==> config.mk <==
export PLATFORM = sky130hd
export DESIGN_NAME = tbu_top
export DESIGN_NICKNAME = d
export VERILOG_FILES = /design/src/tbu_pkg.sv /design/src/tbu_frame_timer.sv /design/src/tbu_head_align.sv /design/src/tbu_frame_info_gen.sv /design/src/tbu_top.sv
export SDC_FILE = /design/constraint.sdc
export NUM_CORES = 1
export LEC_CHECK = 0
export ABC_CLOCK_PERIOD_IN_PS = 5320
export BUFFER_PORTS_ARGS = -buffer_cell sky130_fd_sc_hd__buf_2
export CAP_MARGIN = 20
export CORE_MARGIN = 2
export CORE_UTILIZATION = 35
export CTS_BUF_LIST = sky130_fd_sc_hd__clkbuf_4
export CTS_CLUSTER_SIZE = 10
export DETAILED_ROUTE_END_ITERATION = 10
export GPL_TIMING_DRIVEN = 1
export PLACE_DENSITY = 0.5
export SLEW_MARGIN = 20
export SYNTH_ARGS = -nofsm -noshare
export SYNTH_HDL_FRONTEND = slang
export SYNTH_HIERARCHICAL = 1
export SYNTH_SLANG_ARGS = --single-unit
==> constraint.sdc <==
create_clock -name clk -period 5.32 [get_ports clk]
set_input_delay 0.532 -clock clk [delete_from_list [all_inputs] [get_ports clk]]
set_output_delay 0.532 -clock clk [all_outputs]
set_load 0.01 [all_outputs]
==> src/tbu_pkg.sv <==
`default_nettype none

package tbu_pkg;

  // -------------------------------------------------------------------
  // numerology constants
  // -------------------------------------------------------------------

  // normal cp, 14 ofdm symbols in every slot
  localparam int SYMB_PER_SLOT = 14;

  // system frame number wraps at 1024
  localparam int FRAME_NUM_W = 10;

  // phase inside a frame and config offsets, in clock cycles
  localparam int PHASE_W = 16;

  // -------------------------------------------------------------------
  // bundles
  // -------------------------------------------------------------------

  // head placement relative to the 10 ms boundary
  typedef struct packed {
    logic [PHASE_W-1:0] dl_delay;   // boundary to dl head
    logic [PHASE_W-1:0] ul_gap;     // dl head to ul head
  } tbu_cfg_t;

  // single-cycle frame head with the number of the frame it opens
  typedef struct packed {
    logic                   vld;
    logic [FRAME_NUM_W-1:0] frame_num;
  } frame_head_t;

  // per-direction counters and their head strobes
  typedef struct packed {
    logic [FRAME_NUM_W-1:0] frame_num;
    logic                   half_frame_num;
    logic [5:0]             slot_num;
    logic [3:0]             symb_num;
    logic                   frame_head;
    logic                   half_frame_head;
    logic                   slot_head;
    logic                   symb_head;
  } frame_info_t;

  // info generator state, idle until the first head arrives
  typedef enum logic {
    IDLE,
    RUN
  } info_state_t;

endpackage

`default_nettype wire

==> src/tbu_frame_timer.sv <==
`default_nettype none

module tbu_frame_timer
  import tbu_pkg::*;
#(
  parameter int SYM_LEN         = 4,
  parameter int LONG_EXTRA      = 2,
  parameter int SLOTS_PER_FRAME = 4
)
(
  input  wire                     clk,
  input  wire                     rst,
  output logic                    o_frame_pulse,
  output logic [PHASE_W-1:0]      o_phase,
  output logic [FRAME_NUM_W-1:0]  o_frame_num
);

  // one frame = all slots, each 14 symbols plus the long cp extra
  localparam int FRAME_LEN = SLOTS_PER_FRAME * (SYMB_PER_SLOT * SYM_LEN + LONG_EXTRA);

  logic wrap;

  // -------------------------------------------------------------------
  // internal 10 ms reference
  // -------------------------------------------------------------------

  // last cycle of the frame
  assign wrap = (o_phase == PHASE_W'(FRAME_LEN - 1));

  always_ff @(posedge clk)
  begin
    if (rst)
    begin
      o_phase     <= '0;
      o_frame_num <= '0;
    end
    else if (wrap)
    begin
      o_phase     <= '0;
      // new number shows together with phase 0, held all frame
      o_frame_num <= o_frame_num + 1'b1;
    end
    else
    begin
      o_phase <= o_phase + 1'b1;
    end
  end

  // boundary marker, first one right after reset release
  assign o_frame_pulse = (o_phase == '0);

  // frame boundary is a strobe, never two cycles long
  a_pulse_single : assert property (@(posedge clk) disable iff (rst)
    o_frame_pulse |=> !o_frame_pulse);

endmodule

`default_nettype wire

==> src/tbu_head_align.sv <==
`default_nettype none

module tbu_head_align
  import tbu_pkg::*;
#(
  parameter int SYM_LEN         = 4,
  parameter int LONG_EXTRA      = 2,
  parameter int SLOTS_PER_FRAME = 4
)
(
  input  wire                     clk,
  input  wire                     rst,
  input  wire                     i_frame_pulse,
  input  wire [PHASE_W-1:0]       i_phase,
  input  wire [FRAME_NUM_W-1:0]   i_frame_num,
  input  wire tbu_cfg_t           i_cfg,
  output frame_head_t             o_dl_head,
  output frame_head_t             o_ul_head
);

  localparam int FRAME_LEN = SLOTS_PER_FRAME * (SYMB_PER_SLOT * SYM_LEN + LONG_EXTRA);

  tbu_cfg_t           cfg_q;
  tbu_cfg_t           cfg_act;
  logic [PHASE_W:0]   ul_sum;
  logic [PHASE_W-1:0] ul_match;
  logic               dl_hit;
  logic               ul_hit;

  // -------------------------------------------------------------------
  // config capture
  // -------------------------------------------------------------------

  // working copy, only reloaded on the frame boundary
  always_ff @(posedge clk)
  begin
    if (rst)
    begin
      cfg_q <= '0;
    end
    else if (i_frame_pulse)
    begin
      cfg_q <= i_cfg;
    end
  end

  // on the boundary cycle itself the new value already counts
  // so a zero delay still hits phase 0 of this frame
  assign cfg_act = i_frame_pulse ? i_cfg : cfg_q;

  // -------------------------------------------------------------------
  // match phases
  // -------------------------------------------------------------------

  // ul sits dl_delay + ul_gap after the boundary
  assign ul_sum = {1'b0, cfg_act.dl_delay} + {1'b0, cfg_act.ul_gap};

  // past the frame end it lands in the next frame
  assign ul_match = (ul_sum >= (PHASE_W + 1)'(FRAME_LEN)) ?
                    PHASE_W'(ul_sum - (PHASE_W + 1)'(FRAME_LEN)) :
                    ul_sum[PHASE_W-1:0];

  assign dl_hit = (i_phase == cfg_act.dl_delay);
  assign ul_hit = (i_phase == ul_match);

  // -------------------------------------------------------------------
  // head strobes, one cycle after the match
  // -------------------------------------------------------------------

  always_ff @(posedge clk)
  begin
    if (rst)
    begin
      o_dl_head <= '0;
      o_ul_head <= '0;
    end
    else
    begin
      o_dl_head.vld       <= dl_hit;
      o_dl_head.frame_num <= i_frame_num;
      o_ul_head.vld       <= ul_hit;
      // number of the frame the match falls in
      o_ul_head.frame_num <= i_frame_num;
    end
  end

  // loaded offsets must stay inside one frame
  a_cfg_range : assert property (@(posedge clk) disable iff (rst)
    $past(i_frame_pulse) |-> (cfg_q.dl_delay < PHASE_W'(FRAME_LEN)) &&
                             (cfg_q.ul_gap < PHASE_W'(FRAME_LEN)));

endmodule

`default_nettype wire

==> src/tbu_frame_info_gen.sv <==
`default_nettype none

module tbu_frame_info_gen
  import tbu_pkg::*;
#(
  parameter int SYM_LEN         = 4,
  parameter int LONG_EXTRA      = 2,
  parameter int SLOTS_PER_FRAME = 4
)
(
  input  wire               clk,
  input  wire               rst,
  input  wire frame_head_t  i_head,
  output frame_info_t       o_info
);

  localparam int FRAME_LEN = SLOTS_PER_FRAME * (SYMB_PER_SLOT * SYM_LEN + LONG_EXTRA);

  // sample counter wide enough for any symbol of the frame
  localparam int CNT_W = $clog2(FRAME_LEN);

  info_state_t            state;
  logic [CNT_W-1:0]       samp_cnt;
  logic [CNT_W-1:0]       samp_last;
  logic [3:0]             symb_cnt;
  logic [5:0]             slot_cnt;
  logic [FRAME_NUM_W-1:0] frame_num;
  logic                   symb_end;
  logic                   slot_end;
  logic                   frame_end;
  logic                   run;
  logic                   symb_head;
  logic                   slot_head;

  // -------------------------------------------------------------------
  // state
  // -------------------------------------------------------------------

  // idle until the first head, then counting for good
  always_ff @(posedge clk)
  begin
    if (rst)
    begin
      state <= IDLE;
    end
    else if (i_head.vld)
    begin
      state <= RUN;
    end
  end

  assign run = (state == RUN);

  // -------------------------------------------------------------------
  // numerology counters
  // -------------------------------------------------------------------

  // symbol 0 carries the extended cp
  assign samp_last = (symb_cnt == 4'd0) ? CNT_W'(SYM_LEN + LONG_EXTRA - 1) :
                                          CNT_W'(SYM_LEN - 1);

  assign symb_end  = (samp_cnt == samp_last);
  assign slot_end  = symb_end && (symb_cnt == 4'(SYMB_PER_SLOT - 1));
  assign frame_end = slot_end && (slot_cnt == 6'(SLOTS_PER_FRAME - 1));

  always_ff @(posedge clk)
  begin
    if (rst)
    begin
      samp_cnt  <= '0;
      symb_cnt  <= '0;
      slot_cnt  <= '0;
      frame_num <= '0;
    end
    else if (i_head.vld)
    begin
      // head always restarts the frame
      samp_cnt  <= '0;
      symb_cnt  <= '0;
      slot_cnt  <= '0;
      frame_num <= i_head.frame_num;
    end
    else if (run)
    begin
      if (frame_end)
      begin
        // no head came, roll over and keep the number
        samp_cnt <= '0;
        symb_cnt <= '0;
        slot_cnt <= '0;
      end
      else if (slot_end)
      begin
        samp_cnt <= '0;
        symb_cnt <= '0;
        slot_cnt <= slot_cnt + 1'b1;
      end
      else if (symb_end)
      begin
        samp_cnt <= '0;
        symb_cnt <= symb_cnt + 1'b1;
      end
      else
      begin
        samp_cnt <= samp_cnt + 1'b1;
      end
    end
  end

  // -------------------------------------------------------------------
  // outputs
  // -------------------------------------------------------------------

  // first sample of each symbol, gated until running
  assign symb_head = run && (samp_cnt == '0);
  assign slot_head = symb_head && (symb_cnt == 4'd0);

  assign o_info.frame_num       = frame_num;
  // second half starts at the middle slot
  assign o_info.half_frame_num  = (slot_cnt >= 6'(SLOTS_PER_FRAME / 2));
  assign o_info.slot_num        = slot_cnt;
  assign o_info.symb_num        = symb_cnt;
  assign o_info.frame_head      = slot_head && (slot_cnt == 6'd0);
  assign o_info.half_frame_head = slot_head && ((slot_cnt == 6'd0) ||
                                  (slot_cnt == 6'(SLOTS_PER_FRAME / 2)));
  assign o_info.slot_head       = slot_head;
  assign o_info.symb_head       = symb_head;

  // counters stay inside the numerology
  a_symb_range : assert property (@(posedge clk) disable iff (rst)
    o_info.symb_num < 4'(SYMB_PER_SLOT));

  a_slot_range : assert property (@(posedge clk) disable iff (rst)
    o_info.slot_num < 6'(SLOTS_PER_FRAME));

endmodule

`default_nettype wire

==> src/tbu_top.sv <==
`default_nettype none

module tbu_top
  import tbu_pkg::*;
#(
  parameter int SYM_LEN         = 4,
  parameter int LONG_EXTRA      = 2,
  parameter int SLOTS_PER_FRAME = 4
)
(
  input  wire             clk,
  input  wire             rst,
  input  wire tbu_cfg_t   i_cfg,
  output logic            o_frame_head,
  output frame_info_t     o_dl_info,
  output frame_info_t     o_ul_info
);

  logic                   frame_pulse;
  logic [PHASE_W-1:0]     phase;
  logic [FRAME_NUM_W-1:0] frame_num;
  frame_head_t            dl_head;
  frame_head_t            ul_head;

  // -------------------------------------------------------------------
  // 10 ms reference and head placement
  // -------------------------------------------------------------------

  tbu_frame_timer #(
    .SYM_LEN         (SYM_LEN),
    .LONG_EXTRA      (LONG_EXTRA),
    .SLOTS_PER_FRAME (SLOTS_PER_FRAME)
  ) u_frame_timer (
    .clk           (clk),
    .rst           (rst),
    .o_frame_pulse (frame_pulse),
    .o_phase       (phase),
    .o_frame_num   (frame_num)
  );

  tbu_head_align #(
    .SYM_LEN         (SYM_LEN),
    .LONG_EXTRA      (LONG_EXTRA),
    .SLOTS_PER_FRAME (SLOTS_PER_FRAME)
  ) u_head_align (
    .clk           (clk),
    .rst           (rst),
    .i_frame_pulse (frame_pulse),
    .i_phase       (phase),
    .i_frame_num   (frame_num),
    .i_cfg         (i_cfg),
    .o_dl_head     (dl_head),
    .o_ul_head     (ul_head)
  );

  // raw boundary goes out as well
  assign o_frame_head = frame_pulse;

  // -------------------------------------------------------------------
  // per-direction counters
  // -------------------------------------------------------------------

  tbu_frame_info_gen #(
    .SYM_LEN         (SYM_LEN),
    .LONG_EXTRA      (LONG_EXTRA),
    .SLOTS_PER_FRAME (SLOTS_PER_FRAME)
  ) u_info_dl (
    .clk    (clk),
    .rst    (rst),
    .i_head (dl_head),
    .o_info (o_dl_info)
  );

  tbu_frame_info_gen #(
    .SYM_LEN         (SYM_LEN),
    .LONG_EXTRA      (LONG_EXTRA),
    .SLOTS_PER_FRAME (SLOTS_PER_FRAME)
  ) u_info_ul (
    .clk    (clk),
    .rst    (rst),
    .i_head (ul_head),
    .o_info (o_ul_info)
  );

endmodule

`default_nettype wire

Word level (Yosys, flattened, before mapping)
Cells that the tools add are included.
{ "totals": {"n_memories": 0, "inputBits": 34, "rom_bits": 0, "register_bits": 128, "latchBits": 0, "output_inout_bits": 51, "ram_bits": 0} }
{ "classes": {"n_mux": 20, "eq_ne": 11, "multipliers": 0, "n_reduce_logical": 32, "div_mod_pow": 0, "shifts": 0, "n_addsub": 10, "n_bitwise": 0, "magnitude_cmp": 3} }
{ "op_table": {"columns": ["op", "n"], "rows": [
  ["8-bit 2-to-1 mux", 6],
  ["16-bit == test", 2],
  ["32-bit 2-to-1 mux", 1],
  ["6-bit by 2-bit == test with 1-bit output, second input constant", 4],
  ["4-bit 2-to-1 mux", 6],
  ["6-bit 2-to-1 mux", 4],
  ["16-bit by 16-bit adder with 17-bit output", 1],
  ["17-bit by 8-bit greater-or-equal comparator with 1-bit output, second input constant", 1],
  ["16-bit by 1-bit adder with 16-bit output, second input constant", 1],
  ["8-bit by 1-bit adder with 8-bit output, second input constant", 2],
  ["16-bit by 8-bit == test with 1-bit output, second input constant", 1],
  ["8-bit == test", 2],
  ["16-bit logical NOT", 1],
  ["8-bit logical NOT", 2],
  ["16-bit 2-to-1 mux", 1],
  ["16-bit by 8-bit subtractor with 16-bit output, second input constant", 1],
  ["6-bit by 1-bit adder with 6-bit output, second input constant", 2],
  ["6-bit by 2-bit greater-or-equal comparator with 1-bit output, second input constant", 2],
  ["1-bit logical AND", 12],
  ["6-bit logical NOT", 2],
  ["10-bit by 1-bit adder with 10-bit output, second input constant", 1],
  ["4-bit by 1-bit adder with 4-bit output, second input constant", 2],
  ["4-bit == test, second input constant", 2],
  ["4-bit logical NOT", 2],
  ["6 further kinds", 15]
]} }

Logic depth before layout (Yosys ltp)
Gate-level depths: netlist of run 1.
{ "depth": {"word_depth": 7, "ltp_mapped": 23} }

By module
The synthesis of run 1 kept the hierarchy.
{ "modules_own_cells": {"columns": ["module", "seq_area_each_um2", "n_inst", "cells_each", "area_each_um2"], "rows": [
  ["tbu_head_align", 880.8, 1, 365, 3331.9],
  ["tbu_frame_info_gen", 580.6, 2, 159, 1442.6],
  ["tbu_frame_timer", 520.5, 1, 140, 1236.2]
]} }

Worst setup path before layout of run 1
OpenSTA, ideal clock, no wires.
{ "synth_path": {"path_type": "reg-to-reg", "startpoint": "register u_frame_timer.o_phase[0]", "endpoint": "register u_head_align/o_ul_head[10] in the netlist's numbering", "t_arrival_ns": 5.444, "path_buffers": 3, "synth_period_minus_slack_ns": 5.532, "path_stages_with_launch": 24, "required_ns": 5.232, "slack_ns": -0.212, "cell_sequence": "dfxtp_1 -> inv_1 -> ha_1 -> nor4b_1 -> nand4_1 -> nor3_1 -> clkbuf_1 -> buf_1 -> clkbuf_1 -> mux2_2 -> ha_1 -> inv_1 -> fa_1 -> and2b_1 -> o22a_1 -> xnor2_1 -> ha_1 -> nor4b_4 -> a21o_1 -> nor4_4 -> a21oi_2 -> mux2i_1 -> o211a_1 -> nor4_2"} }
{ "synth_lines": {"columns": ["element", "line_no", "rtl"], "rows": [
  ["start, declared", "tbu_frame_timer.sv:14", "output logic [PHASE_W-1:0] o_phase,"],
  ["start signal, assigned", "tbu_frame_timer.sv:45", "o_phase <= o_phase + 1'b1;"],
  ["end, declared", "tbu_head_align.sv:18", "output frame_head_t o_ul_head"]
]} }

==> results of run 1 <==
[cell usage in the layout (no fill, tap or decap), drive strengths merged, types with 11 or more instances in the layout]
cell type and instances:
nor3 19, nand4 14, xor2 17, o21ai 20, inv 54, nand3 31
mux2i 53, nand2 42, nor4 16, clkbuf 17, a21oi 27, dfxtp 128
buf 100, xnor2 55, nor2 101, ha 36, a21o 11, mux2 16
nor2b 31
[stage by stage]
stage	std cells	worst slack (ns)
global placement	1156	0.2965
CTS	1188	0.2324
floorplan	823	0.07724
finish	1189	0.3720
global route	1189	-0.004334
detailed placement	1156	0.2759
[flip-flops by register name (all words and copies together) (netlist names), 4 cells and up]
| register | flops |
|---|---|
| u_info_dl/slot_cnt | 6 |
| u_info_ul/frame_num | 10 |
| u_info_dl/symb_cnt | 4 |
| u_info_ul/slot_cnt | 6 |
| u_info_dl/frame_num | 10 |
| u_info_dl/samp_cnt | 8 |
| u_info_ul/samp_cnt | 8 |
| u_frame_timer/o_phase | 16 |
| u_head_align/cfg_q | 32 |
| u_head_align/o_ul_head | 11 |
| u_info_ul/symb_cnt | 4 |
| u_frame_timer/o_frame_num | 10 |
[metal layers]
layer | global-route usage (%) | vias up | share of wire [%]
met2 | 24.22 | 101 | 45
met1 | 20.67 | 2719 | 50
li1 | - | 3043 | -
met3 | 3.780 | 12 | 4.0
met5 | 0 | - | 0
met4 | 3.868 | 0 | 0.88
[where the power goes]
group | switching, mW | internal [mW] | leakage (nW)
Combinational | 0.478 | 0.359 | 2.31
Sequential | 0.00835 | 0.983 | 1.04
Clock | 0.439 | 0.256 | 0.154
Total | 0.925 | 1.60 | 3.50
[logic make-up (layout without fill, tap and decap cells)]
kind of cell,after synthesis,in the layout,synth area share (%)
simple gates,319,319,24.16
xor+xnor,72,72,8.662
compound gates,113,113,11.63
flops,128,128,34.38
mux,69,69,9.535
buf+inv,85,175,5.321
fa+ha+maj,37,37,6.312
other cells,0,1,0
[tightest hold or removal path: stages]
cell and delay [ns]:
sky130_fd_sc_hd__buf_2 0.08, sky130_fd_sc_hd__mux2i_1 0.10, sky130_fd_sc_hd__nor2_1 0.11
[timing repair]
| action | in CTS | in global routing |
|---|---|---|
| endpoints found under the hold margin | 0 | 0 |
| setup endpoints to repair | 0 | 1 |
| gates resized for setup | 0 | 2 |
| hold buffers | 0 | 0 |
[worst max path at each step]
stage | slack, ns | from | to | cells after the start
floorplan | 0.08 | u_frame_timer/o_phase[0] | u_head_align/o_ul_head[10] | 23
global placement | 0.30 | u_frame_timer/o_phase[0] | u_head_align/o_ul_head[10] | 21
detailed placement | 0.28 | u_frame_timer/o_phase[0] | u_head_align/o_ul_head[10] | 21
CTS | 0.23 | u_frame_timer/o_phase[0] | u_head_align/o_ul_head[10] | 21
global route | -0.004 | u_frame_timer/o_phase[0] | u_head_align/o_ul_head[10] | 21
finish | 0.37 | u_frame_timer/o_phase[0] | u_head_align/o_ul_head[10] | 21
[cell type report]
type,instances,share of cell area [%]
Antenna cell,1,0.02968
Clock buffer,17,1.514
Clock inverter,15,1.959
Inverter,43,1.915
Multi-Input combinational cell,610,53.55
Sequential cell,128,30.39
Tap cell,275,4.081
Timing Repair Buffer,100,6.560
==> run_summary.xml, run 1 <==
<?xml version="1.0" encoding="UTF-8"?>
<metrics>
  <group name="clocking">
    <metric name="cts-htree-levels" unit="">4</metric>
    <metric name="cts_setup_buffers" unit="">0</metric>
    <metric name="worstSkewPairLatency" unit="ns">0.54</metric>
    <metric name="inserted_clock_buffers" unit="">17</metric>
    <metric name="clock_tree_sinks" unit="">128</metric>
    <metric name="ctsLongestPathBuffers" unit="">2</metric>
    <metric name="clock_slew_at_the_register_clock_pins_of_the_worst_setup_and_hold_paths" unit="ns">0.14</metric>
    <metric name="cts.root.buffer_cell" unit="">sky130_fd_sc_hd__clkbuf_4</metric>
    <metric name="tritoncts" unit="">done</metric>
  </group>
  <group name="grt">
    <metric name="globalRoute.totalOverflow" unit="">0</metric>
    <metric name="pin_count_of_the_biggest_net_entering_global_routing" unit="">42</metric>
    <metric name="global_route_wire_length_before_repair" unit="mm">27.19</metric>
    <metric name="grt_antenna_before_repair" unit="">1</metric>
    <metric name="globalRouteTotalUtil" unit="%">15.24</metric>
    <metric name="grt_pass1_vias" unit="">5317</metric>
  </group>
  <group name="floorplan">
    <metric name="rows" unit="">53</metric>
    <metric name="die_area" unit="µm²">22480</metric>
    <metric name="starting_utilization_of_the_core_area" unit="%">35.57</metric>
    <metric name="fp.dieH" unit="µm">149.9</metric>
    <metric name="pin_count" unit="">85</metric>
    <metric name="fp.coreArea" unit="µm²">20960</metric>
    <metric name="die_w" unit="µm">149.9</metric>
  </group>
  <group name="layout">
    <metric name="multiInputGateArea" unit="µm²">4514</metric>
    <metric name="drive_gt1_share" unit="%">21.03</metric>
    <metric name="signed_area_change_from_the_synthesized_netlist_to_the_final_layout" unit="%">13.11</metric>
    <metric name="final-seq-area" unit="µm²">2562</metric>
    <metric name="filler_cell_count" unit="">2191</metric>
    <metric name="nets" unit="">971</metric>
    <metric name="final_area" unit="µm²">8431</metric>
    <metric name="final_util" unit="%">40.23</metric>
  </group>
  <group name="routing">
    <metric name="route.detailed.vias_per_inst" unit="">4.941</metric>
    <metric name="route.vias.total" unit="">5875</metric>
    <metric name="post_drt_wl_per_cell" unit="µm">14.38</metric>
    <metric name="drtAntennaViolNets" unit="">0</metric>
    <metric name="finalWirelength" unit="mm">17.10</metric>
    <metric name="detailedRoute.firstPassIterationCount" unit="">5</metric>
    <metric name="detail_route.iter0.violations" unit="">270</metric>
    <metric name="post-route-drc-count" unit="">0</metric>
  </group>
  <group name="yosys">
    <metric name="ys.flop_type" unit="">sky130_fd_sc_hd__dfxtp_1</metric>
    <metric name="ys_async_sr_fraction" unit="%">0</metric>
    <metric name="synth.area.top_cells" unit="">sky130_fd_sc_hd__dfxtp_1, sky130_fd_sc_hd__mux2i_1, sky130_fd_sc_hd__xnor2_1, sky130_fd_sc_hd__ha_1, sky130_fd_sc_hd__nor2_1</metric>
    <metric name="synth_most_common_cell" unit="">sky130_fd_sc_hd__dfxtp_1</metric>
    <metric name="yosys_register_bits" unit="">128</metric>
    <metric name="mappedNetlistNets" unit="">894</metric>
    <metric name="synth-warning-count" unit="">6</metric>
    <metric name="post_synth_instance_area" unit="µm²">7453</metric>
    <metric name="synthDominantAreaCellType" unit="">sky130_fd_sc_hd__dfxtp_1</metric>
    <metric name="synthesis.instances" unit="">823</metric>
    <metric name="synth_seq_area_share" unit="%">34.38</metric>
    <metric name="edff_count_synth" unit="">0</metric>
    <metric name="netlist-cell-type-count" unit="">83</metric>
    <metric name="yosys-top-cells-count" unit="">sky130_fd_sc_hd__dfxtp_1, sky130_fd_sc_hd__nor2_1, sky130_fd_sc_hd__xnor2_1</metric>
    <metric name="post_synth.cell_area_avg" unit="µm²">9.056</metric>
    <metric name="post-synth-top-area-fraction" unit="%">34.38</metric>
  </group>
  <group name="worst_setup_path">
    <metric name="worst_path_max_delay_cell" unit="">sky130_fd_sc_hd__a2111oi_0</metric>
    <metric name="worst_setup_path_start_kind" unit="">flip-flop</metric>
    <metric name="path_common_cell" unit="">sky130_fd_sc_hd__ha_1</metric>
    <metric name="reg2regPathDepth" unit="">21</metric>
    <metric name="timing.critical_path.fanout_max" unit="">33</metric>
    <metric name="timing_worst_setup_path_type" unit="">reg -&gt; reg</metric>
    <metric name="r2r_slack" unit="ns">0.37</metric>
    <metric name="timing.critical_path.buf_inv" unit="">3</metric>
    <metric name="regToRegEndpoint" unit="">u_head_align/o_ul_head[10]</metric>
    <metric name="cp_slowest_stage_delay" unit="ns">0.45</metric>
    <metric name="timing.critical_path.to_type" unit="">flip-flop</metric>
    <metric name="cp_data_arrival_time" unit="ns">5.41</metric>
    <metric name="critical_path.cell_chain" unit="">inv_1, ha_1, nor4b_1, nand4_1, nor3_2, buf_12, mux2_2, ha_1, inv_1, fa_1, and2b_1, o22a_1, xnor2_2, ha_1, nor4b_4, a21o_1, nor4_4, a2111oi_0, a31oi_1, a32o_1, nor4_2</metric>
    <metric name="timing.rr.start" unit="">u_frame_timer/o_phase[0]</metric>
    <metric name="cp_data_required_time" unit="ns">5.79</metric>
    <metric name="critical-path-top-delay-family" unit="">simple AND/OR/NAND/NOR gates</metric>
  </group>
  <group name="timing">
    <metric name="max_frequency" unit="MHz">202.1</metric>
    <metric name="report.final.hold_viol_count" unit="">0</metric>
    <metric name="fin_crit" unit="ns">4.948</metric>
    <metric name="worst_hold_slack" unit="ns">0.3225</metric>
    <metric name="period_share" unit="%">93.01</metric>
    <metric name="drv_slew" unit="">0</metric>
    <metric name="setup_viol" unit="">0</metric>
    <metric name="worstMarginPinSlew" unit="ns">0.8680</metric>
    <metric name="timing.slew.headroom" unit="%">42.06</metric>
    <metric name="skew" unit="ns">0.02103</metric>
    <metric name="setup-tns-final" unit="ns">0</metric>
  </group>
  <group name="status">
    <metric name="outcome" unit="">complete, no violations</metric>
  </group>
  <group name="power_and_ir_drop">
    <metric name="power.density_cell_area" unit="nW/µm²">299.4</metric>
    <metric name="power" unit="mW">2.524</metric>
    <metric name="vdd.ir_drop.worst" unit="mV">0.1356</metric>
    <metric name="leakage" unit="nW">3.500</metric>
  </group>
  <group name="flow_run">
    <metric name="maxCapViolCount" unit="">0</metric>
  </group>
  <group name="placed_design">
    <metric name="dpl_cell_area" unit="µm²">8120</metric>
    <metric name="dp.final_hpwl" unit="mm">12.61</metric>
    <metric name="routability_congestion" unit="">0.8671</metric>
    <metric name="io_buffers" unit="">84</metric>
  </group>
  <group name="hold_path">
    <metric name="whs_endpoint" unit="">u_head_align/cfg_q[25]</metric>
    <metric name="hold_class" unit="">in -&gt; reg</metric>
    <metric name="hold-path-cell-count" unit="">3</metric>
    <metric name="min_from" unit="">i_cfg[25]</metric>
  </group>
</metrics>
Note: power is estimated with default switching activity, not from simulation.
==> run 2, diff against run 1 <==
Settings changed: BUFFER_PORTS_ARGS -buffer_cell sky130_fd_sc_hd__buf_2 to unset, DONT_BUFFER_PORTS set to 1, PLACE_DENSITY 0.5 to 0.47.
==> run 2 against run 1 <==
Global-route usage is 1.5 points higher. Clock power fell by 1%. Critical path depth down 3. Register-to-register slack got worse by 0.09 ns. Fmax shrank 1.8%. Flip-flop and latch count unchanged. Critical endpoint unchanged.
==> run_summary.xml, run 2 (synthesis gave the netlist of run 1 again) <==
<?xml version="1.0" encoding="UTF-8"?>
<metrics>
  <group name="grt">
    <metric name="grt_pass1_vias" unit="">5789</metric>
    <metric name="pin_count_of_the_biggest_net_entering_global_routing" unit="">41</metric>
    <metric name="globalRoute.totalOverflow" unit="">0</metric>
    <metric name="globalRouteTotalUtil" unit="%">16.74</metric>
    <metric name="grt_antenna_before_repair" unit="">1</metric>
    <metric name="global_route_wire_length_before_repair" unit="mm">29.57</metric>
  </group>
  <group name="routing">
    <metric name="drtAntennaViolNets" unit="">0</metric>
    <metric name="post_drt_wl_per_cell" unit="µm">16.96</metric>
    <metric name="detail_route.iter0.violations" unit="">316</metric>
    <metric name="route.detailed.vias_per_inst" unit="">5.185</metric>
    <metric name="top_routing_layer_in_use" unit="">met4</metric>
    <metric name="finalWirelength" unit="mm">18.88</metric>
    <metric name="met1Wirelength" unit="mm">8.690</metric>
    <metric name="detailedRoute.firstPassIterationCount" unit="">5</metric>
    <metric name="routed_length_on_met2" unit="mm">9.123</metric>
    <metric name="post-route-drc-count" unit="">0</metric>
    <metric name="route.vias.total" unit="">5771</metric>
    <metric name="detailroute.wirelength.met3" unit="µm">701</metric>
  </group>
  <group name="timing">
    <metric name="report.final.hold_viol_count" unit="">0</metric>
    <metric name="layout_setup_ws" unit="ns">0.2823</metric>
    <metric name="drv_slew" unit="">0</metric>
    <metric name="timing.slew.headroom" unit="%">42.43</metric>
    <metric name="setup_viol" unit="">0</metric>
    <metric name="worstMarginPinSlew" unit="ns">0.8624</metric>
    <metric name="worst_hold_slack" unit="ns">0.08230</metric>
    <metric name="skew" unit="ns">0.02349</metric>
    <metric name="max_frequency" unit="MHz">198.5</metric>
    <metric name="period_share" unit="%">94.69</metric>
    <metric name="fin_crit" unit="ns">5.038</metric>
  </group>
  <group name="floorplan">
    <metric name="starting_utilization_of_the_core_area" unit="%">35.57</metric>
    <metric name="die_w" unit="µm">149.9</metric>
    <metric name="rows" unit="">53</metric>
    <metric name="fp.coreArea" unit="µm²">20960</metric>
    <metric name="die_area" unit="µm²">22480</metric>
    <metric name="fp.dieH" unit="µm">149.9</metric>
    <metric name="pin_count" unit="">85</metric>
  </group>
  <group name="clocking">
    <metric name="tritoncts" unit="">done</metric>
    <metric name="cts.root.buffer_cell" unit="">sky130_fd_sc_hd__clkbuf_4</metric>
    <metric name="inserted_clock_buffers" unit="">17</metric>
    <metric name="ctsLongestPathBuffers" unit="">2</metric>
    <metric name="worstSkewPairLatency" unit="ns">0.54</metric>
    <metric name="cts-htree-levels" unit="">4</metric>
    <metric name="clock_tree_sinks" unit="">128</metric>
    <metric name="clock_slew_at_the_register_clock_pins_of_the_worst_setup_and_hold_paths" unit="ns">0.13</metric>
  </group>
  <group name="worst_setup_path">
    <metric name="timing_worst_setup_path_type" unit="">reg -&gt; reg</metric>
    <metric name="cp_data_required_time" unit="ns">5.78</metric>
    <metric name="r2r_slack" unit="ns">0.28</metric>
    <metric name="timing.critical_path.fanout_max" unit="">14</metric>
    <metric name="worst_setup_path_start_kind" unit="">flip-flop</metric>
    <metric name="cp_data_arrival_time" unit="ns">5.49</metric>
    <metric name="timing.critical_path.to_type" unit="">flip-flop</metric>
  </group>
  <group name="layout">
    <metric name="filler_cell_count" unit="">2184</metric>
    <metric name="largest_register" unit="">u_head_align/cfg_q</metric>
    <metric name="nets" unit="">895</metric>
    <metric name="drive_gt1_share" unit="%">14.93</metric>
    <metric name="most-common-layout-cells" unit="">sky130_fd_sc_hd__dfxtp_1, sky130_fd_sc_hd__nor2_1, sky130_fd_sc_hd__xnor2_1, sky130_fd_sc_hd__mux2i_1, sky130_fd_sc_hd__inv_1</metric>
    <metric name="signed_area_change_from_the_synthesized_netlist_to_the_final_layout" unit="%">9.921</metric>
    <metric name="leading_registers_by_flop_count" unit="">u_head_align/cfg_q: 32 flops, u_frame_timer/o_phase: 16 flops, u_head_align/o_ul_head: 11 flops</metric>
    <metric name="largest_register_ffs" unit="">32</metric>
    <metric name="most_frequent_standard_cell_in_the_layout_excluding_fill_and_tap_cells" unit="">sky130_fd_sc_hd__dfxtp_1</metric>
  </group>
  <group name="status">
    <metric name="outcome" unit="">complete, no violations</metric>
  </group>
  <group name="placed_design">
    <metric name="dp.final_hpwl" unit="mm">13.20</metric>
    <metric name="io_buffers" unit="">0</metric>
    <metric name="routability_congestion" unit="">0.8602</metric>
    <metric name="pre_cts_ws" unit="ns">0.1977</metric>
  </group>
  <group name="power_and_ir_drop">
    <metric name="vdd.ir_drop.worst" unit="mV">0.1221</metric>
    <metric name="leakage" unit="nW">3.139</metric>
    <metric name="power.density_cell_area" unit="nW/µm²">312.6</metric>
  </group>
  <group name="hold_path">
    <metric name="hold_class" unit="">in -&gt; reg</metric>
  </group>
  <group name="flow_run">
    <metric name="maxCapViolCount" unit="">0</metric>
  </group>
</metrics>
[run 2: final timing paths]
| check | endpoint | cells after the start | from |
|---|---|---|---|
| setup reg to reg | u_head_align/o_ul_head[10] | 18 | u_frame_timer/o_phase[3] |
| setup / recovery | u_head_align/o_ul_head[10] | 18 | u_frame_timer/o_phase[3] |
| hold reg to reg | u_head_align/o_ul_head[1] | 1 | u_frame_timer/o_frame_num[1] |
| hold / removal | u_head_align/cfg_q[16] | 1 | rst |
[run 2: per-stage QoR]
stage               utilization, %  instance area (µm²)  instances   TNS, ns  power (mW)
floorplan                        -                 7456        823         0       1.659
global placement             36.57                 7662       1067         0       1.807
detailed placement           36.57                 7662       1067         0       1.811
CTS                          38.18                 8001       1103         0       2.533
global route                 39.10                 8193       1113  -0.06154       2.711
finish                       39.10                 8193       1113         0       2.561
[run 2: power by group]
part | switching, mW | internal [mW] | leakage (nW)
Combinational | 0.500 | 0.380 | 1.95
Clock | 0.404 | 0.285 | 0.151
Sequential | 0.00999 | 0.983 | 1.04
[run 2: cell type report]
class / count / area (µm²) / area share (%)
Tap cell: 275 / 344.1 / 4.200
Antenna cell: 1 / 2.502 / 0.03054
Timing Repair Buffer: 24 / 237.7 / 2.902
Clock inverter: 15 / 161.4 / 1.970
Multi-Input combinational cell: 610 / 4592 / 56.05
Sequential cell: 128 / 2566 / 31.32
Clock buffer: 17 / 127.6 / 1.558
Inverter: 43 / 161.4 / 1.970
[run 2: layer usage]
| metal | vias to the layer above | global-route usage [%] |
|---|---|---|
| li1 | 2885 | - |
| met1 | 2744 | 20.79 |
| met2 | 118 | 28.36 |
| met3 | 24 | 3.689 |
| met4 | 0 | 6.179 |
| met5 | - | 0 |
[run 2: critical path: stages (launching register included)]
cell and delay (ns):
sky130_fd_sc_hd__dfxtp_1 0.44, sky130_fd_sc_hd__nor4_4 0.35, sky130_fd_sc_hd__nand4_1 0.19, sky130_fd_sc_hd__nor3_4 0.33, sky130_fd_sc_hd__buf_4 0.20, sky130_fd_sc_hd__buf_6 0.19
sky130_fd_sc_hd__mux2_2 0.37, sky130_fd_sc_hd__ha_1 0.37, sky130_fd_sc_hd__a21o_1 0.25, sky130_fd_sc_hd__a31o_4 0.28, sky130_fd_sc_hd__or2_1 0.24, sky130_fd_sc_hd__o221ai_4 0.27
sky130_fd_sc_hd__nand4b_4 0.16, sky130_fd_sc_hd__nor4_4 0.50, sky130_fd_sc_hd__a21oi_2 0.13, sky130_fd_sc_hd__buf_4 0.16, sky130_fd_sc_hd__mux2i_1 0.12, sky130_fd_sc_hd__o211a_1 0.14
sky130_fd_sc_hd__nor4_2 0.26
[run 2: what timing repair did]
item                       CTS  global route
hold endpoints to repair    34             0
resized for setup            0            20
setup endpoints to repair    0             1
hold buffers                 4             0
setup buffers                0             7
==> run 3, diff against run 2 <==
==> constraint.sdc (replaced) <==
create_clock -name clk -period 5.32 [get_ports clk]
set_input_delay 0.798 -clock clk [delete_from_list [all_inputs] [get_ports clk]]
set_output_delay 0.798 -clock clk [all_outputs]
set_load 0.01 [all_outputs]
==> run 3 against run 2 <==
First-iteration DRC count fell by 16%. Largest power group unchanged. Global-route usage is 0.53 points lower. Critical path type unchanged. Utilization decreased by 0.24 points.
==> run_summary.xml, run 3 (synthesis gave the netlist of run 1 again) <==
<?xml version="1.0" encoding="UTF-8"?>
<metrics>
  <group name="status">
    <metric name="outcome" unit="">complete, no violations</metric>
  </group>
  <group name="placed_design">
    <metric name="dp.final_hpwl" unit="mm">13.20</metric>
    <metric name="place_inst" unit="">1067</metric>
    <metric name="routability_congestion" unit="">0.8602</metric>
    <metric name="pre_cts_ws" unit="ns">0.1977</metric>
    <metric name="io_buffers" unit="">0</metric>
  </group>
  <group name="routing">
    <metric name="detailedRoute.firstPassIterationCount" unit="">4</metric>
    <metric name="drtAntennaViolNets" unit="">0</metric>
    <metric name="post_drt_wl_per_cell" unit="µm">16.44</metric>
    <metric name="top_routing_layer_in_use" unit="">met4</metric>
    <metric name="routed_length_on_met2" unit="mm">8.706</metric>
    <metric name="post-route-drc-count" unit="">0</metric>
    <metric name="finalWirelength" unit="mm">18.24</metric>
    <metric name="route.detailed.vias_per_inst" unit="">5.167</metric>
    <metric name="met1Wirelength" unit="mm">8.279</metric>
    <metric name="detail_route.iter0.violations" unit="">264</metric>
    <metric name="detailroute.wirelength.met3" unit="µm">861</metric>
    <metric name="route.vias.total" unit="">5730</metric>
  </group>
  <group name="worst_setup_path">
    <metric name="critical_path.cell_chain" unit="">inv_1, ha_1, nor4b_2, nand4_1, nor3_4, buf_4, buf_6, mux2_2, ha_1, a21o_1, a31o_4, or2_1, o221ai_4, nand4b_4, nor4_4, a21oi_2, buf_4, mux2i_1, o211a_1, nor4_2</metric>
    <metric name="timing.critical_path.to_type" unit="">flip-flop</metric>
    <metric name="cp_data_required_time" unit="ns">5.77</metric>
    <metric name="cp_slowest_stage_delay" unit="ns">0.51</metric>
    <metric name="worst_path_max_delay_cell" unit="">sky130_fd_sc_hd__nor4_4</metric>
    <metric name="timing.critical_path.buf_inv" unit="">4</metric>
    <metric name="timing_worst_setup_path_type" unit="">reg -&gt; reg</metric>
    <metric name="timing.critical_path.fanout_max" unit="">14</metric>
    <metric name="critical-path-top-delay-family" unit="">simple AND/OR/NAND/NOR gates</metric>
    <metric name="cp_data_arrival_time" unit="ns">5.51</metric>
    <metric name="worst_setup_path_start_kind" unit="">flip-flop</metric>
  </group>
  <group name="grt">
    <metric name="grt_pass1_vias" unit="">5744</metric>
    <metric name="globalRoute.totalOverflow" unit="">0</metric>
    <metric name="globalRouteTotalUtil" unit="%">16.21</metric>
    <metric name="grt_antenna_before_repair" unit="">1</metric>
    <metric name="global_route_wire_length_before_repair" unit="mm">28.90</metric>
    <metric name="pin_count_of_the_biggest_net_entering_global_routing" unit="">84</metric>
  </group>
  <group name="floorplan">
    <metric name="die_area" unit="µm²">22480</metric>
    <metric name="die_w" unit="µm">149.9</metric>
    <metric name="fp.coreArea" unit="µm²">20960</metric>
    <metric name="pin_count" unit="">85</metric>
    <metric name="starting_utilization_of_the_core_area" unit="%">35.57</metric>
    <metric name="fp.dieH" unit="µm">149.9</metric>
    <metric name="rows" unit="">53</metric>
  </group>
  <group name="layout">
    <metric name="drive_gt1_share" unit="%">14.89</metric>
    <metric name="multiInputGateArea" unit="µm²">4592</metric>
    <metric name="most-common-layout-cells" unit="">sky130_fd_sc_hd__dfxtp_1, sky130_fd_sc_hd__nor2_1, sky130_fd_sc_hd__xnor2_1, sky130_fd_sc_hd__mux2i_1, sky130_fd_sc_hd__inv_1</metric>
    <metric name="fin_cells" unit="">1109</metric>
    <metric name="nets" unit="">891</metric>
    <metric name="final-seq-area" unit="µm²">2566</metric>
    <metric name="leading_registers_by_flop_count" unit="">u_head_align/cfg_q: 32 flops, u_frame_timer/o_phase: 16 flops, u_head_align/o_ul_head: 11 flops</metric>
    <metric name="signed_area_change_from_the_synthesized_netlist_to_the_final_layout" unit="%">9.250</metric>
    <metric name="largest_register" unit="">u_head_align/cfg_q</metric>
    <metric name="most_frequent_standard_cell_in_the_layout_excluding_fill_and_tap_cells" unit="">sky130_fd_sc_hd__dfxtp_1</metric>
    <metric name="filler_cell_count" unit="">2191</metric>
    <metric name="largest_register_ffs" unit="">32</metric>
  </group>
  <group name="timing">
    <metric name="drv_slew" unit="">0</metric>
    <metric name="setup_viol" unit="">0</metric>
    <metric name="report.final.hold_viol_count" unit="">0</metric>
    <metric name="max_frequency" unit="MHz">197.8</metric>
    <metric name="layout_setup_ws" unit="ns">0.2641</metric>
    <metric name="skew" unit="ns">0.02126</metric>
    <metric name="period_share" unit="%">95.04</metric>
    <metric name="timing.slew.headroom" unit="%">42.97</metric>
    <metric name="fin_crit" unit="ns">5.056</metric>
    <metric name="worstMarginPinSlew" unit="ns">0.8543</metric>
  </group>
  <group name="clocking">
    <metric name="inserted_clock_buffers" unit="">17</metric>
    <metric name="clock_slew_at_the_register_clock_pins_of_the_worst_setup_and_hold_paths" unit="ns">0.13</metric>
    <metric name="ctsLongestPathBuffers" unit="">2</metric>
    <metric name="worstSkewPairLatency" unit="ns">0.53</metric>
    <metric name="clock_tree_sinks" unit="">128</metric>
    <metric name="tritoncts" unit="">done</metric>
    <metric name="cts.root.buffer_cell" unit="">sky130_fd_sc_hd__clkbuf_4</metric>
    <metric name="cts-htree-levels" unit="">4</metric>
  </group>
  <group name="hold_path">
    <metric name="hold_class" unit="">in -&gt; reg</metric>
  </group>
  <group name="power_and_ir_drop">
    <metric name="leakage" unit="nW">3.117</metric>
    <metric name="power" unit="mW">2.548</metric>
    <metric name="vdd.ir_drop.worst" unit="mV">0.1222</metric>
    <metric name="power.density_cell_area" unit="nW/µm²">313.0</metric>
  </group>
  <group name="flow_run">
    <metric name="maxCapViolCount" unit="">0</metric>
  </group>
</metrics>
## run 3: routing by layer
| layer | vias to the layer above | GRT usage, % |
|---|---|---|
| li1 | 2886 | - |
| met4 | 0 | 6.179 |
| met5 | - | 0 |
| met2 | 123 | 27.44 |
| met3 | 27 | 3.720 |
| met1 | 2694 | 19.98 |
## run 3: repair_timing
action	in CTS	in global routing
setup buffers	0	7
resized for setup	0	20
setup endpoints to repair	0	1
hold buffers	0	0
## run 3: report_power, final
part	leakage [nW]	internal [mW]	total [mW]	switching [mW]
Sequential	1.04	0.983	0.993	0.00994
Combinational	1.93	0.377	0.869	0.492
Clock	0.151	0.285	0.687	0.402
## run 3: path summary, 6_finish.rpt
path / start / end / slack, ns / cells past startpoint
max: u_frame_timer/o_phase[0] / u_head_align/o_ul_head[10] / 0.26 / 20
min: rst / u_frame_timer/o_frame_num[5] / 0.32 / 1
max reg2reg: u_frame_timer/o_phase[0] / u_head_align/o_ul_head[10] / 0.26 / 20
min reg2reg: u_frame_timer/o_frame_num[5] / u_frame_timer/o_frame_num[5] / 0.50 / 2
## run 3: layout make-up
type,instances,area share [%]
inverters,43,1.982
clock buffers,17,1.567
diodes,1,0.03073
flip-flops and latches,128,31.52
clock inverters,15,1.982
well taps,275,4.226
repair buffers,20,2.305
multi-input cells,610,56.39
## run 3: through the flow
stage | cell area (µm²) | TNS (ns) | utilization (%) | hold WS (ns)
floorplan | 7456 | 0 | - | 0.4473
global placement | 7662 | 0 | 36.57 | 0.4545
detailed placement | 7662 | 0 | 36.57 | 0.4797
CTS | 7951 | 0 | 37.94 | 0.2442
global route | 8143 | -0.06154 | 38.86 | 0.2442
finish | 8143 | 0 | 38.86 | 0.3222
